[src/verilog/cnn_pkg.sv]
/*
 Shared widths, constants and data types for the 3x3 convolution engine.
 Import it by wildcard in the header of any module or interface that
 needs a pixel, weight, block or window type.
*/
package cnn_pkg;

    // data widths
    localparam int PIXEL_BITS  = 12;
    localparam int WEIGHT_BITS = 8;
    localparam int ACC_BITS    = 32;
    localparam int PIXEL_MAX   = (1 << PIXEL_BITS) - 1;  // saturation ceiling

    // parallelism and memory ports
    localparam int KERNELS       = 4;   // kernels per pass
    localparam int BANKS         = 4;   // input read banks
    localparam int IN_ADDR_BITS  = 16;
    localparam int OUT_ADDR_BITS = 16;
    localparam int W_ADDR_BITS   = 10;
    localparam int B_ADDR_BITS   = 6;   // also the group index width

    typedef logic [PIXEL_BITS-1:0] pixel_t;           // unsigned activation
    typedef logic signed [WEIGHT_BITS-1:0] weight_t;  // weight or bias

    // 2x2 block, [3] = row 0 col 0, [2] = row 0 col 1, [1] = row 1 col 0
    typedef pixel_t [3:0] block_t;

    // 4x4 window, row-major with [15] at the top left
    typedef pixel_t [15:0] window_t;

    // one 3x3 kernel, row-major with [8] at the top left
    typedef weight_t [8:0] kernel_t;

    // kernel 0 sits in the top slot of both words
    typedef kernel_t [KERNELS-1:0] weight_word_t;
    typedef weight_t [KERNELS-1:0] bias_word_t;

    typedef logic signed [ACC_BITS-1:0] acc_t;

endpackage

[src/verilog/tile_if.sv]
/*
 Read tag from the loop scheduler to the window assembler.
 Valid in the same cycle the bank read addresses go out.
*/
`timescale 1ns/10ps

interface tile_if import cnn_pkg::*; #(
    parameter int FMAP_DIM = 8
);
    localparam int TILE_BITS = $clog2(FMAP_DIM / 2);

    logic                   issue;     // one read per cycle while high
    logic [TILE_BITS-1:0]   tx;        // bit 0 is the column parity
    logic [TILE_BITS-1:0]   ty;        // bit 0 is the row parity
    logic                   first_ch;
    logic                   last_ch;
    logic [B_ADDR_BITS-1:0] group;

    modport sched (output issue, tx, ty, first_ch, last_ch, group);
    modport asm   (input  issue, tx, ty, first_ch, last_ch, group);

endinterface

[src/verilog/tile_scheduler.sv]
/*
 Loop nest for one layer: kernel group, tile row, tile column, input channel.
 A start pulse in idle issues one bank read per cycle, IN_CH cycles per tile,
 and done pulses once when the last tile has been written.
*/
`timescale 1ns/10ps

module tile_scheduler import cnn_pkg::*; #(
    parameter int FMAP_DIM = 8,
    parameter int IN_CH    = 4,
    parameter int OUT_CH   = 8
) (
    input  logic                                clk,
    input  logic                                srst_n,
    input  logic                                start,
    output logic [BANKS-1:0][IN_ADDR_BITS-1:0]  in_raddr,
    output logic [W_ADDR_BITS-1:0]              w_raddr,
    output logic [B_ADDR_BITS-1:0]              b_raddr,
    output logic                                busy,
    output logic                                done,
    tile_if.sched                               tile
);
    localparam int HB        = FMAP_DIM / 2;   // blocks per row
    localparam int OB        = HB - 1;         // tile origins per row
    localparam int TILE_BITS = $clog2(HB);
    localparam int CH_BITS   = $clog2(IN_CH);
    localparam int GROUPS    = OUT_CH / KERNELS;

    logic [CH_BITS-1:0]     ch_cnt;
    logic [TILE_BITS-1:0]   tx_cnt;
    logic [TILE_BITS-1:0]   ty_cnt;
    logic [B_ADDR_BITS-1:0] grp_cnt;
    logic                   ch_wrap;
    logic                   tx_wrap;
    logic                   ty_wrap;
    logic                   grp_wrap;
    logic                   last_issue;
    logic [KERNELS+3:0]     done_pipe;   // covers engine latency plus serializing
    logic [TILE_BITS:0]     bx [BANKS];
    logic [TILE_BITS:0]     by [BANKS];

    assign ch_wrap    = ch_cnt == CH_BITS'(IN_CH - 1);
    assign tx_wrap    = tx_cnt == TILE_BITS'(OB - 1);
    assign ty_wrap    = ty_cnt == TILE_BITS'(OB - 1);
    assign grp_wrap   = grp_cnt == B_ADDR_BITS'(GROUPS - 1);
    assign last_issue = busy && ch_wrap && tx_wrap && ty_wrap && grp_wrap;

    // counters end every run back at zero
    always_ff @(posedge clk) begin
        if (!srst_n) begin
            busy    <= 1'b0;
            ch_cnt  <= '0;
            tx_cnt  <= '0;
            ty_cnt  <= '0;
            grp_cnt <= '0;
        end else if (!busy) begin
            busy <= start;
        end else begin
            ch_cnt <= ch_wrap ? '0 : ch_cnt + 1'b1;
            if (ch_wrap) begin
                tx_cnt <= tx_wrap ? '0 : tx_cnt + 1'b1;
                if (tx_wrap) begin
                    ty_cnt <= ty_wrap ? '0 : ty_cnt + 1'b1;
                    if (ty_wrap) begin
                        grp_cnt <= grp_wrap ? '0 : grp_cnt + 1'b1;
                        if (grp_wrap) begin
                            busy <= 1'b0;
                        end
                    end
                end
            end
        end
    end

    always_ff @(posedge clk) begin
        if (!srst_n) begin
            done_pipe <= '0;
        end else begin
            done_pipe <= {done_pipe[KERNELS+2:0], last_issue};
        end
    end

    assign done = done_pipe[KERNELS+3];

    // each bank holds the tile block whose parities match the bank number
    always_comb begin
        for (int b = 0; b < BANKS; b++) begin
            bx[b] = {1'b0, tx_cnt} + (TILE_BITS + 1)'(tx_cnt[0] ^ b[0]);
            by[b] = {1'b0, ty_cnt} + (TILE_BITS + 1)'(ty_cnt[0] ^ b[1]);
            in_raddr[b] = (IN_ADDR_BITS'(ch_cnt) * IN_ADDR_BITS'(HB)
                          + IN_ADDR_BITS'(by[b] >> 1)) * IN_ADDR_BITS'(HB)
                          + IN_ADDR_BITS'(bx[b] >> 1);
        end
    end

    assign w_raddr = W_ADDR_BITS'(grp_cnt) * W_ADDR_BITS'(IN_CH) + W_ADDR_BITS'(ch_cnt);
    assign b_raddr = grp_cnt;   // one bias word per group

    assign tile.issue    = busy;
    assign tile.tx       = tx_cnt;
    assign tile.ty       = ty_cnt;
    assign tile.first_ch = ch_cnt == '0;
    assign tile.last_ch  = ch_wrap;
    assign tile.group    = grp_cnt;

endmodule

[src/flat_wrapper.sv]
// flat-port wrapper written by rule: the top's interface ports become plain ports
module tile_scheduler_flat import cnn_pkg::*;
#(
    parameter int FMAP_DIM = 8,
    parameter int IN_CH    = 4,
    parameter int OUT_CH   = 8
)
  (clk, srst_n, start, in_raddr, w_raddr, b_raddr, busy, done, tile_issue, tile_tx, tile_ty, tile_first_ch, tile_last_ch, tile_group);
  tile_if #(.FMAP_DIM(FMAP_DIM)) tile_i ();
  input  logic clk;
  input  logic srst_n;
  input  logic start;
  output logic [BANKS-1:0][IN_ADDR_BITS-1:0] in_raddr;
  output logic [W_ADDR_BITS-1:0] w_raddr;
  output logic [B_ADDR_BITS-1:0] b_raddr;
  output logic busy;
  output logic done;
  output wire logic [$bits(tile_i.issue)-1:0] tile_issue;
  output wire logic [$bits(tile_i.tx)-1:0] tile_tx;
  output wire logic [$bits(tile_i.ty)-1:0] tile_ty;
  output wire logic [$bits(tile_i.first_ch)-1:0] tile_first_ch;
  output wire logic [$bits(tile_i.last_ch)-1:0] tile_last_ch;
  output wire logic [$bits(tile_i.group)-1:0] tile_group;
  assign tile_issue = tile_i.issue;
  assign tile_tx = tile_i.tx;
  assign tile_ty = tile_i.ty;
  assign tile_first_ch = tile_i.first_ch;
  assign tile_last_ch = tile_i.last_ch;
  assign tile_group = tile_i.group;
  tile_scheduler #(.FMAP_DIM(FMAP_DIM), .IN_CH(IN_CH), .OUT_CH(OUT_CH)) u_core (.clk(clk), .srst_n(srst_n), .start(start), .in_raddr(in_raddr), .w_raddr(w_raddr), .b_raddr(b_raddr), .busy(busy), .done(done), .tile(tile_i));
endmodule
[config.mk]
export PLATFORM = sky130hd
export DESIGN_NAME = tile_scheduler_flat
export DESIGN_NICKNAME = d
export VERILOG_FILES = /design/src/verilog/cnn_pkg.sv /design/src/verilog/tile_if.sv /design/src/verilog/tile_scheduler.sv /design/src/flat_wrapper.sv
export SDC_FILE = /design/constraint.sdc
export NUM_CORES = 1
export LEC_CHECK = 0
export ABC_AREA = 1
export BUFFER_PORTS_ARGS = -buffer_cell sky130_fd_sc_hd__buf_2
export CORE_MARGIN = 8
export CORE_UTILIZATION = 40
export DETAILED_ROUTE_END_ITERATION = 12
export PLACE_DENSITY_LB_ADDON = 0.3
export SLEW_MARGIN = 20
export SYNTH_ARGS = -nofsm -noshare
export SYNTH_HDL_FRONTEND = slang
export SYNTH_SLANG_ARGS = --single-unit
[constraint.sdc]
create_clock -name clk -period 2.9 [get_ports clk]
set_clock_uncertainty 0.1 [all_clocks]
set_input_delay 0.29 -clock clk [delete_from_list [all_inputs] [get_ports clk]]
set_output_delay 0.29 -clock clk [all_outputs]
set_load 0.02 [all_outputs]
==> flow_summary.yaml, run 1 <==
global_routing:
  antenna_found_initial: 0
  grtUsageTotal_pct: 8.37
  overflow: 0
  grt_pass1_wl_mm: 4.32
  grt_max_degree: 16
  grt_pass1_vias: 967
power:
  power_uw: 597
  p_leak_uw: 0.000874
  p_per_area_nw_per_um2: 408
  max-vdd-ir-drop_mv: 0.228
  p_comb_share_pct: 18.7
  p_switching_uw: 192
  pwr-share-clk_pct: 31.3
  seq_power_share_pct: 50.0
  power.share.switching_pct: 32.1
  p_int_uw: 405
setup_path:
  cp-end-kind: "flop"
  start_kind: "flop"
  crit_fanout: 12
  crit_arrival_ns: 1.75
  crit_required_ns: 2.95
  crit_type: "reg2reg"
synth:
  synth_top_area_share_pct: 37.2
  synthTopCellsByArea: "buf_4 37%, dfxtp_1 28%, ha_1 9.9%"
  yosysWarnings: 0
  syn-cell-area_sq_um: 1510
  ys_types: 16
  synth_area_per_cell_sq_um: 7.80
  synth.most_common_cell: "buf_4"
  post_synth_inst_count: 194
  synthFlopType: "dfxtp_1"
  ys_top_cells_by_count: "75 x buf_4, 22 x inv_1, 21 x dfxtp_1, 18 x nand2_1, 15 x nor2_1"
  synthArstFlopShare_pct: 0
  yosysTopAreaCell: "buf_4"
  ys_seq_elements: 21
  synth-seq-area-share_pct: 27.8
  synth_edf_count: 0
route:
  drc: 0
  via_per_inst: 3.72
  wire_per_inst_um: 10.1
  firstDrtPassIters: 3
  drtIter0Drc: 24
  vias: 987
  routed_wl_mm: 2.68
  detail-route-antenna-nets: 0
clocking:
  cts.sinks: 21
  htreeDepth: 1
  cts_setup_buffers: 0
  cts_buffer_depth: 2
  clk_latency_ns: 0.25
  cts_root_buf: "clkbuf_8"
  cts_resized: 0
  cts.clk_slew.worst_paths_ns: 0.07
  cts_tree: "yes"
  cts_buffers: 3
  cts-hold-fix-buffers: 0
sta:
  final_max_slew_viol_count: 0
  fin_crit_ns: 1.70
  setup_ws_ns: 1.20
  period_share_pct: 58.5
  max_freq_mhz: 590
  hold_viol: 0
  setup_violations: 0
  rsz0062_at_grt: "false"
  finalSetupTns_ns: 0
layout:
  diodes: 0
  final_nets: 233
  fin_util_pct: 40.0
  drive_gt1_share_pct: 26.7
  syn2layout_area_growth_pct: -3.23
  final_area_sq_um: 1460
  fillCellCount: 392
floorplanning:
  die_x_um: 77.5
  start_util_pct: 41.3
  die-area_sq_um: 6010
  core-area_sq_um: 3660
  ios: 98
  die_h_um: 77.5
  rows: 22
placement:
  place_area_sq_um: 1420
  io_buffer_count: 51
  dp_hpwl_mm: 2.30
  gp_congestion: 0.704
  place_ws_ns: 1.19
run_status:
  status: "complete, no violations"
job:
  drv_cap: 0
hold_path:
  min_path_type: "in2reg"
cell families after synthesis:
family | after synthesis | synth area share, %
flops | 21 | 27.8
fa+ha+maj | 12 | 9.93
simple gates | 45 | 12.7
xor+xnor | 1 | 0.579
compound gates | 15 | 4.96
buf+inv | 99 | 43.8
other cells | 1 | 0.248
placed cells by master (no fill, tap or decap), types with 2 or more instances in the layout:
cell,count
inv_1,22
a21oi_1,9
clkbuf_8,3
nor2_1,15
dfxtp_1,21
o21ai_0,6
buf_2,51
nand3_1,6
ha_1,12
nand2_1,18
nor3_1,3
nand2_2,2
conb_1,46
per-layer routing:
metal | GRT usage (%) | wire length (um) | up-vias
met4 | 0.566 | 0 | 0
met5 | 0 | 0 | -
li1 | - | - | 512
met3 | 5.88 | 315 | 0
met2 | 14.8 | 1320 | 47
met1 | 8.12 | 1040 | 428
layout make-up:
| type | instances | area, sq um | share of cell area [%] |
|---|---|---|---|
| flip-flops and latches | 21 | 420 | 28.7 |
| clock buffers | 3 | 41.3 | 2.82 |
| clock inverters | 1 | 5.00 | 0.342 |
| multi-input cells | 119 | 599 | 40.9 |
| repair buffers | 51 | 255 | 17.4 |
| inverters | 22 | 82.6 | 5.64 |
| well taps | 48 | 60.1 | 4.10 |
final timing paths:
path                        from  cells past startpoint             endpoint  slack, ns
max             u_core.ch_cnt[0]                      6    u_core.b_raddr[1]       1.20
min                        start                      3          u_core.busy       0.15
max reg2reg     u_core.ch_cnt[0]                      6    u_core.b_raddr[1]       1.20
min reg2reg  u_core.done_pipe[2]                      2  u_core.done_pipe[3]       0.31
worst max-delay path: stages, from the launching register on:
cell and delay (ns):
dfxtp_1 0.45, ha_1 0.27, nand2_2 0.12, nor2_4 0.28
nand3_1 0.17, nand2_1 0.15, nor2_1 0.05
flip-flops by register name, summed over array words and instances (netlist names):
register and count:
u_core.tile.tx 2, u_core.done_pipe 8, u_core.b_raddr 6, u_core.ch_cnt 2
u_core.tile.ty 2, u_core.busy 1
through the flow:
| stage | hold WS (ns) | cells |
|---|---|---|
| finish | 0.149 | 265 |
| CTS | 0.149 | 265 |
| floorplan | 0.286 | 239 |
| detailed placement | 0.292 | 261 |
| global placement | 0.289 | 261 |
| global route | 0.149 | 265 |
power groups by stage:
stage | Combinational (uW) | Clock, uW | Sequential [uW]
detailed placement | 111 | 0 | 305
floorplan | 147 | 0 | 309
CTS | 111 | 195 | 298
finish | 112 | 187 | 298
global route | 120 | 210 | 299
global placement | 111 | 0 | 305
Power figures use the tool's default switching activity.
==> run 2: changes to the inputs <==
- CORE_UTILIZATION: 40 -> 38
- clock period: 2.9 -> 1.4 ns (I/O delays scaled with it)
==> flow_summary.yaml, run 2 (synthesized netlist as in run 1, its figures left out) <==
run_status:
  status: "complete, but fails checks"
  violations: "setup timing"
power:
  p_per_area_nw_per_um2: 727
  max-vdd-ir-drop_mv: 0.263
  p_leak_uw: 0.000996
  power_uw: 1290
route:
  firstDrtPassIters: 4
  drtIter0Drc: 34
  drc: 0
  wire_per_inst_um: 10.7
  detail-route-antenna-nets: 0
  vias: 1093
  via_per_inst: 3.86
  routed_wl_mm: 3.02
global_routing:
  grt_pass1_wl_mm: 4.44
  antenna_found_initial: 0
  grt_max_degree: 16
  grtUsageTotal_pct: 8.26
  overflow: 0
  grt_pass1_vias: 1006
layout:
  final_area_sq_um: 1780
  syn2layout_area_growth_pct: 17.5
  layout_common_cells: "46 x conb_1, 46 x buf_2, 18 x inv_1"
  largest_register_ffs: 8
  largest_register: "u_core.done_pipe"
  drive_gt1_share_pct: 41.2
  final_nets: 249
  diodes: 0
clocking:
  clk_latency_ns: 0.27
  cts.sinks: 21
  cts_root_buf: "clkbuf_8"
  cts_buffer_depth: 2
  cts_tree: "yes"
  htreeDepth: 1
  cts.clk_slew.worst_paths_ns: 0.08
  cts_buffers: 3
setup_path:
  slowest_stage: "dfxtp_4"
  crit_fanout: 6
  max_stage_delay_ns: 0.37
  r2r-end: "u_core.b_raddr[3]"
  crit_type: "reg2reg"
  cp-end-kind: "flop"
  r2r_cells: 8
  path_buf_inv: 2
  rrSetupSlack_ns: -0.005
  timing.rr.start: "u_core.tile.tx[0]"
  cp-startpoint: "u_core.tile.tx[0]"
  crit_required_ns: 1.45
  start_kind: "flop"
  crit_arrival_ns: 1.46
  path_cells: "inv_4 > ha_4 > nand2_4 > nor2_4 > buf_12 > nand2_2 > nor2_2 > nor3_2"
  critPathTopFamily: "simple AND/OR/NAND/NOR gates"
placement:
  place_ws_ns: 0.0501
  dp_hpwl_mm: 2.38
  gp_congestion: 0.731
  io_buffer_count: 51
  place_area_sq_um: 1500
floorplanning:
  start_util_pct: 38.7
  core-area_sq_um: 3910
  rows: 23
  ios: 98
  die_h_um: 79.1
  die_x_um: 79.1
  die-area_sq_um: 6260
hold_path:
  whs_endpoint: "u_core.done_pipe[1]"
  min_path_type: "in2reg"
  min-delay-start: "srst_n"
  min_path_cells: 3
sta:
  period_share_pct: 100
  rsz0062_at_grt: "true"
  final_max_slew_viol_count: 0
  hold_viol: 0
  max_freq_mhz: 712
  fin_crit_ns: 1.40
  setup_violations: 1
  setup_ws_ns: -0.00451
  finalSetupTns_ns: -0.00451
job:
  drv_cap: 0
[run 2: cell count changes in the layout (fill, tap and decap cells not counted), moves of 4 or more]
| cell | change |
|---|---|
| nand2_1 | -4 |
| inv_1 | -4 |
| buf_4 | +11 |
| dfxtp_1 | -6 |
| ha_1 | -6 |
| buf_2 | -5 |
| buf_6 | +7 |
| dfxtp_4 | +4 |
| ha_4 | +5 |
[run 2: stage by stage]
stage	hold slack, ns	util [%]	std cells
2_1_floorplan	0.169	-	239
6_report	0.129	45.4	283
4_1_cts	0.117	41.8	279
3_3_place_gp	0.277	38.4	269
3_5_place_dp	0.281	38.4	269
5_1_grt	0.142	45.4	283
[run 2: repair_timing]
action                                 in CTS  in global routing
endpoints found under the hold margin       1                  0
hold buffers                                1                  0
pin swaps                                   1                  8
gates resized for setup                    12                 24
cloned                                      0                  1
setup endpoints to repair                   4                 12
setup buffers                               5                  3
[run 2: layout make-up]
class	count	area [sq um]
Sequential cell	21	438
Fill cell	403	2140
Clock inverter	1	7.51
Multi-Input combinational cell	119	691
Clock buffer	3	41.3
Inverter	22	90.1
Timing Repair Buffer	67	447
Tap cell	50	62.6
[run 2: tightest hold or removal path: cells and delay by family]
| kind | cells | cell delay [ns] |
|---|---|---|
| buffers and inverters | 2 | 0.22 |
| AND/OR/NAND/NOR | 1 | 0.09 |
[run 2: power breakdown]
group          internal, uW  switching [uW]  total (uW)  leakage (uW)
combinational          63.9             210         273      0.000801
clock                   201             209         410     0.0000217
sequential              601            7.78         609      0.000174
[run 2: worst max path at each step]
stage                   endpoint  cells after the start  slack, ns
2_1_floorplan  u_core.b_raddr[0]                      6       0.01
3_3_place_gp   u_core.b_raddr[0]                      7       0.05
3_5_place_dp   u_core.b_raddr[5]                      7       0.05
4_1_cts             in_raddr[32]                      4     0.0008
5_1_grt        u_core.b_raddr[3]                      8      -0.07
6_report       u_core.b_raddr[3]                      8     -0.005
[run 2: metal layers]
metal,track usage (%),wire length [um],vias to the layer above
li1,-,-,546
met1,9.21,1160,484
met2,14.7,1520,59
met3,1.92,299,4
met4,3.33,41,0
met5,0,0,-
==> run 3: changes to the inputs <==
- clock period: 1.4 -> 1.25 ns (I/O delays scaled with it)
==> flow_summary.yaml, run 3 (synthesized netlist as in run 1, its figures left out) <==
global_routing:
  antenna_found_initial: 0
  grt_pass1_wl_mm: 4.75
  grt_max_degree: 16
  overflow: 0
  grt_pass1_vias: 1102
  grtUsageTotal_pct: 9.04
clocking:
  cts_buffers: 3
  cts_buffer_depth: 2
  cts.clk_slew.worst_paths_ns: 0.07
  cts_tree: "yes"
  cts_root_buf: "clkbuf_8"
  htreeDepth: 1
  cts-hold-fix-buffers: 0
  clk_latency_ns: 0.25
  cts.sinks: 21
sta:
  max_freq_mhz: 729
  hold_viol: 0
  setup_ws_ns: -0.122
  rsz0062_at_grt: "true"
  period_share_pct: 110
  finalSetupTns_ns: -1.28
  fin_crit_ns: 1.37
  setup_violations: 16
  final_max_slew_viol_count: 0
run_status:
  status: "complete, but fails checks"
  violations: "setup timing"
layout:
  final_nets: 255
  drive_gt1_share_pct: 45.6
  layout_commonest_cell: "conb_1"
  layout_common_cells: "46 x conb_1, 37 x buf_2, 22 x buf_6"
  fillCellCount: 380
  largest_register: "u_core.done_pipe"
  diodes: 0
  syn2layout_area_growth_pct: 29.7
  largest_register_ffs: 8
power:
  seq_power_share_pct: 47.0
  p_comb_share_pct: 23.2
  p_leak_uw: 0.00106
  power.share.switching_pct: 31.7
  pwr-share-clk_pct: 29.8
  p_int_uw: 992
  p_per_area_nw_per_um2: 740
  max-vdd-ir-drop_mv: 0.316
  p_switching_uw: 460
route:
  via_per_inst: 3.84
  firstDrtPassIters: 4
  wire_per_inst_um: 11.0
  detail-route-antenna-nets: 0
  drtIter0Drc: 29
  routed_wl_mm: 3.18
  vias: 1111
  drc: 0
setup_path:
  crit_required_ns: 1.02
  r2r-end: "u_core.b_raddr[5]"
  r2r_cells: 8
  cp-end-kind: "primary output"
  crit_arrival_ns: 1.15
  timing.rr.start: "u_core.tile.tx[1]"
  start_kind: "flop"
  crit_fanout: 2
  rrSetupSlack_ns: -0.11
  crit_type: "reg2out"
placement:
  place_ws_ns: -0.0477
  gp_congestion: 0.707
  dp_hpwl_mm: 2.36
  io_buffer_count: 51
floorplanning:
  die_h_um: 79.1
  rows: 23
  ios: 98
  die_x_um: 79.1
  core-area_sq_um: 3910
  die-area_sq_um: 6260
  start_util_pct: 38.7
hold_path:
  min-delay-start: "start"
  whs_endpoint: "u_core.busy"
  min_path_cells: 3
  min_path_type: "in2reg"
job:
  drv_cap: 0
==> run 3: cell count changes in the layout (fill, tap and decap cells not counted), moves of 3 or more <==
cell and delta:
dfxtp_1 -3, buf_2 -9, buf_6 +15, ha_4 +3
nand3_1 -3, inv_4 +3
==> run 3: critical path, stage by stage (launching register included) <==
cell     delay, ns
dfxtp_4       0.37
inv_4         0.04
buf_6         0.11
ha_4          0.26
buf_6         0.11
==> run 3: metal layers <==
layer / vias up / share of wire, % / GRT usage, %
li1: 562 / - / -
met1: 489 / 39 / 10.5
met2: 58 / 51 / 15.8
met3: 2 / 8.7 / 2.03
met4: 0 / 1.0 / 3.33
met5: - / 0 / 0
==> run 3: worst max path at each step <==
| stage | slack, ns | cells after the start | from | to |
|---|---|---|---|---|
| CTS | -0.11 | 4 | u_core.tile.ty[0] | in_raddr[2] |
| floorplan | -0.08 | 6 | u_core.ch_cnt[0] | u_core.b_raddr[0] |
| global route | -0.17 | 8 | u_core.tile.tx[1] | u_core.b_raddr[2] |
| detailed placement | -0.05 | 8 | u_core.tile.tx[0] | u_core.b_raddr[4] |
| global placement | -0.04 | 7 | u_core.tile.tx[0] | u_core.b_raddr[0] |
| finish | -0.12 | 4 | u_core.tile.ty[0] | in_raddr[2] |
==> run 3: power groups by stage <==
stage / registers (uW) / clock network [uW] / logic (uW)
6_report: 683 / 432 / 336
5_1_grt: 684 / 471 / 361
3_5_place_dp: 699 / 0 / 279
2_1_floorplan: 716 / 0 / 344
3_3_place_gp: 699 / 0 / 278
4_1_cts: 684 / 442 / 307
==> run 3: repair_timing <==
item	in CTS	in global routing
setup endpoints to repair	16	29
gates resized for setup	41	27
setup buffers	3	3
pin swaps	5	8
gates cloned	0	1
==> run 3: area by class of cell <==
cell class / instances / area, sq um / share of cell area [%]
well taps: 50 / 62.6 / 3.19
multi-input cells: 119 / 749 / 38.2
repair buffers: 73 / 568 / 29.0
clock buffers: 4 / 45.0 / 2.30
flip-flops and latches: 21 / 444 / 22.6
inverters: 22 / 92.6 / 4.72
==> run 3: per-stage QoR <==
step	std cells	area (sq um)	hold WS, ns	util (%)	total power [uW]
final	289	1960	0.00132	50.1	1450
after global routing	289	1960	0.00914	50.1	1520
after CTS	285	1810	0.00224	46.3	1430
after detailed placement	278	1600	0.269	40.8	978
after global placement	278	1600	0.265	40.8	977
after floorplan	239	1730	0.153	-	1060
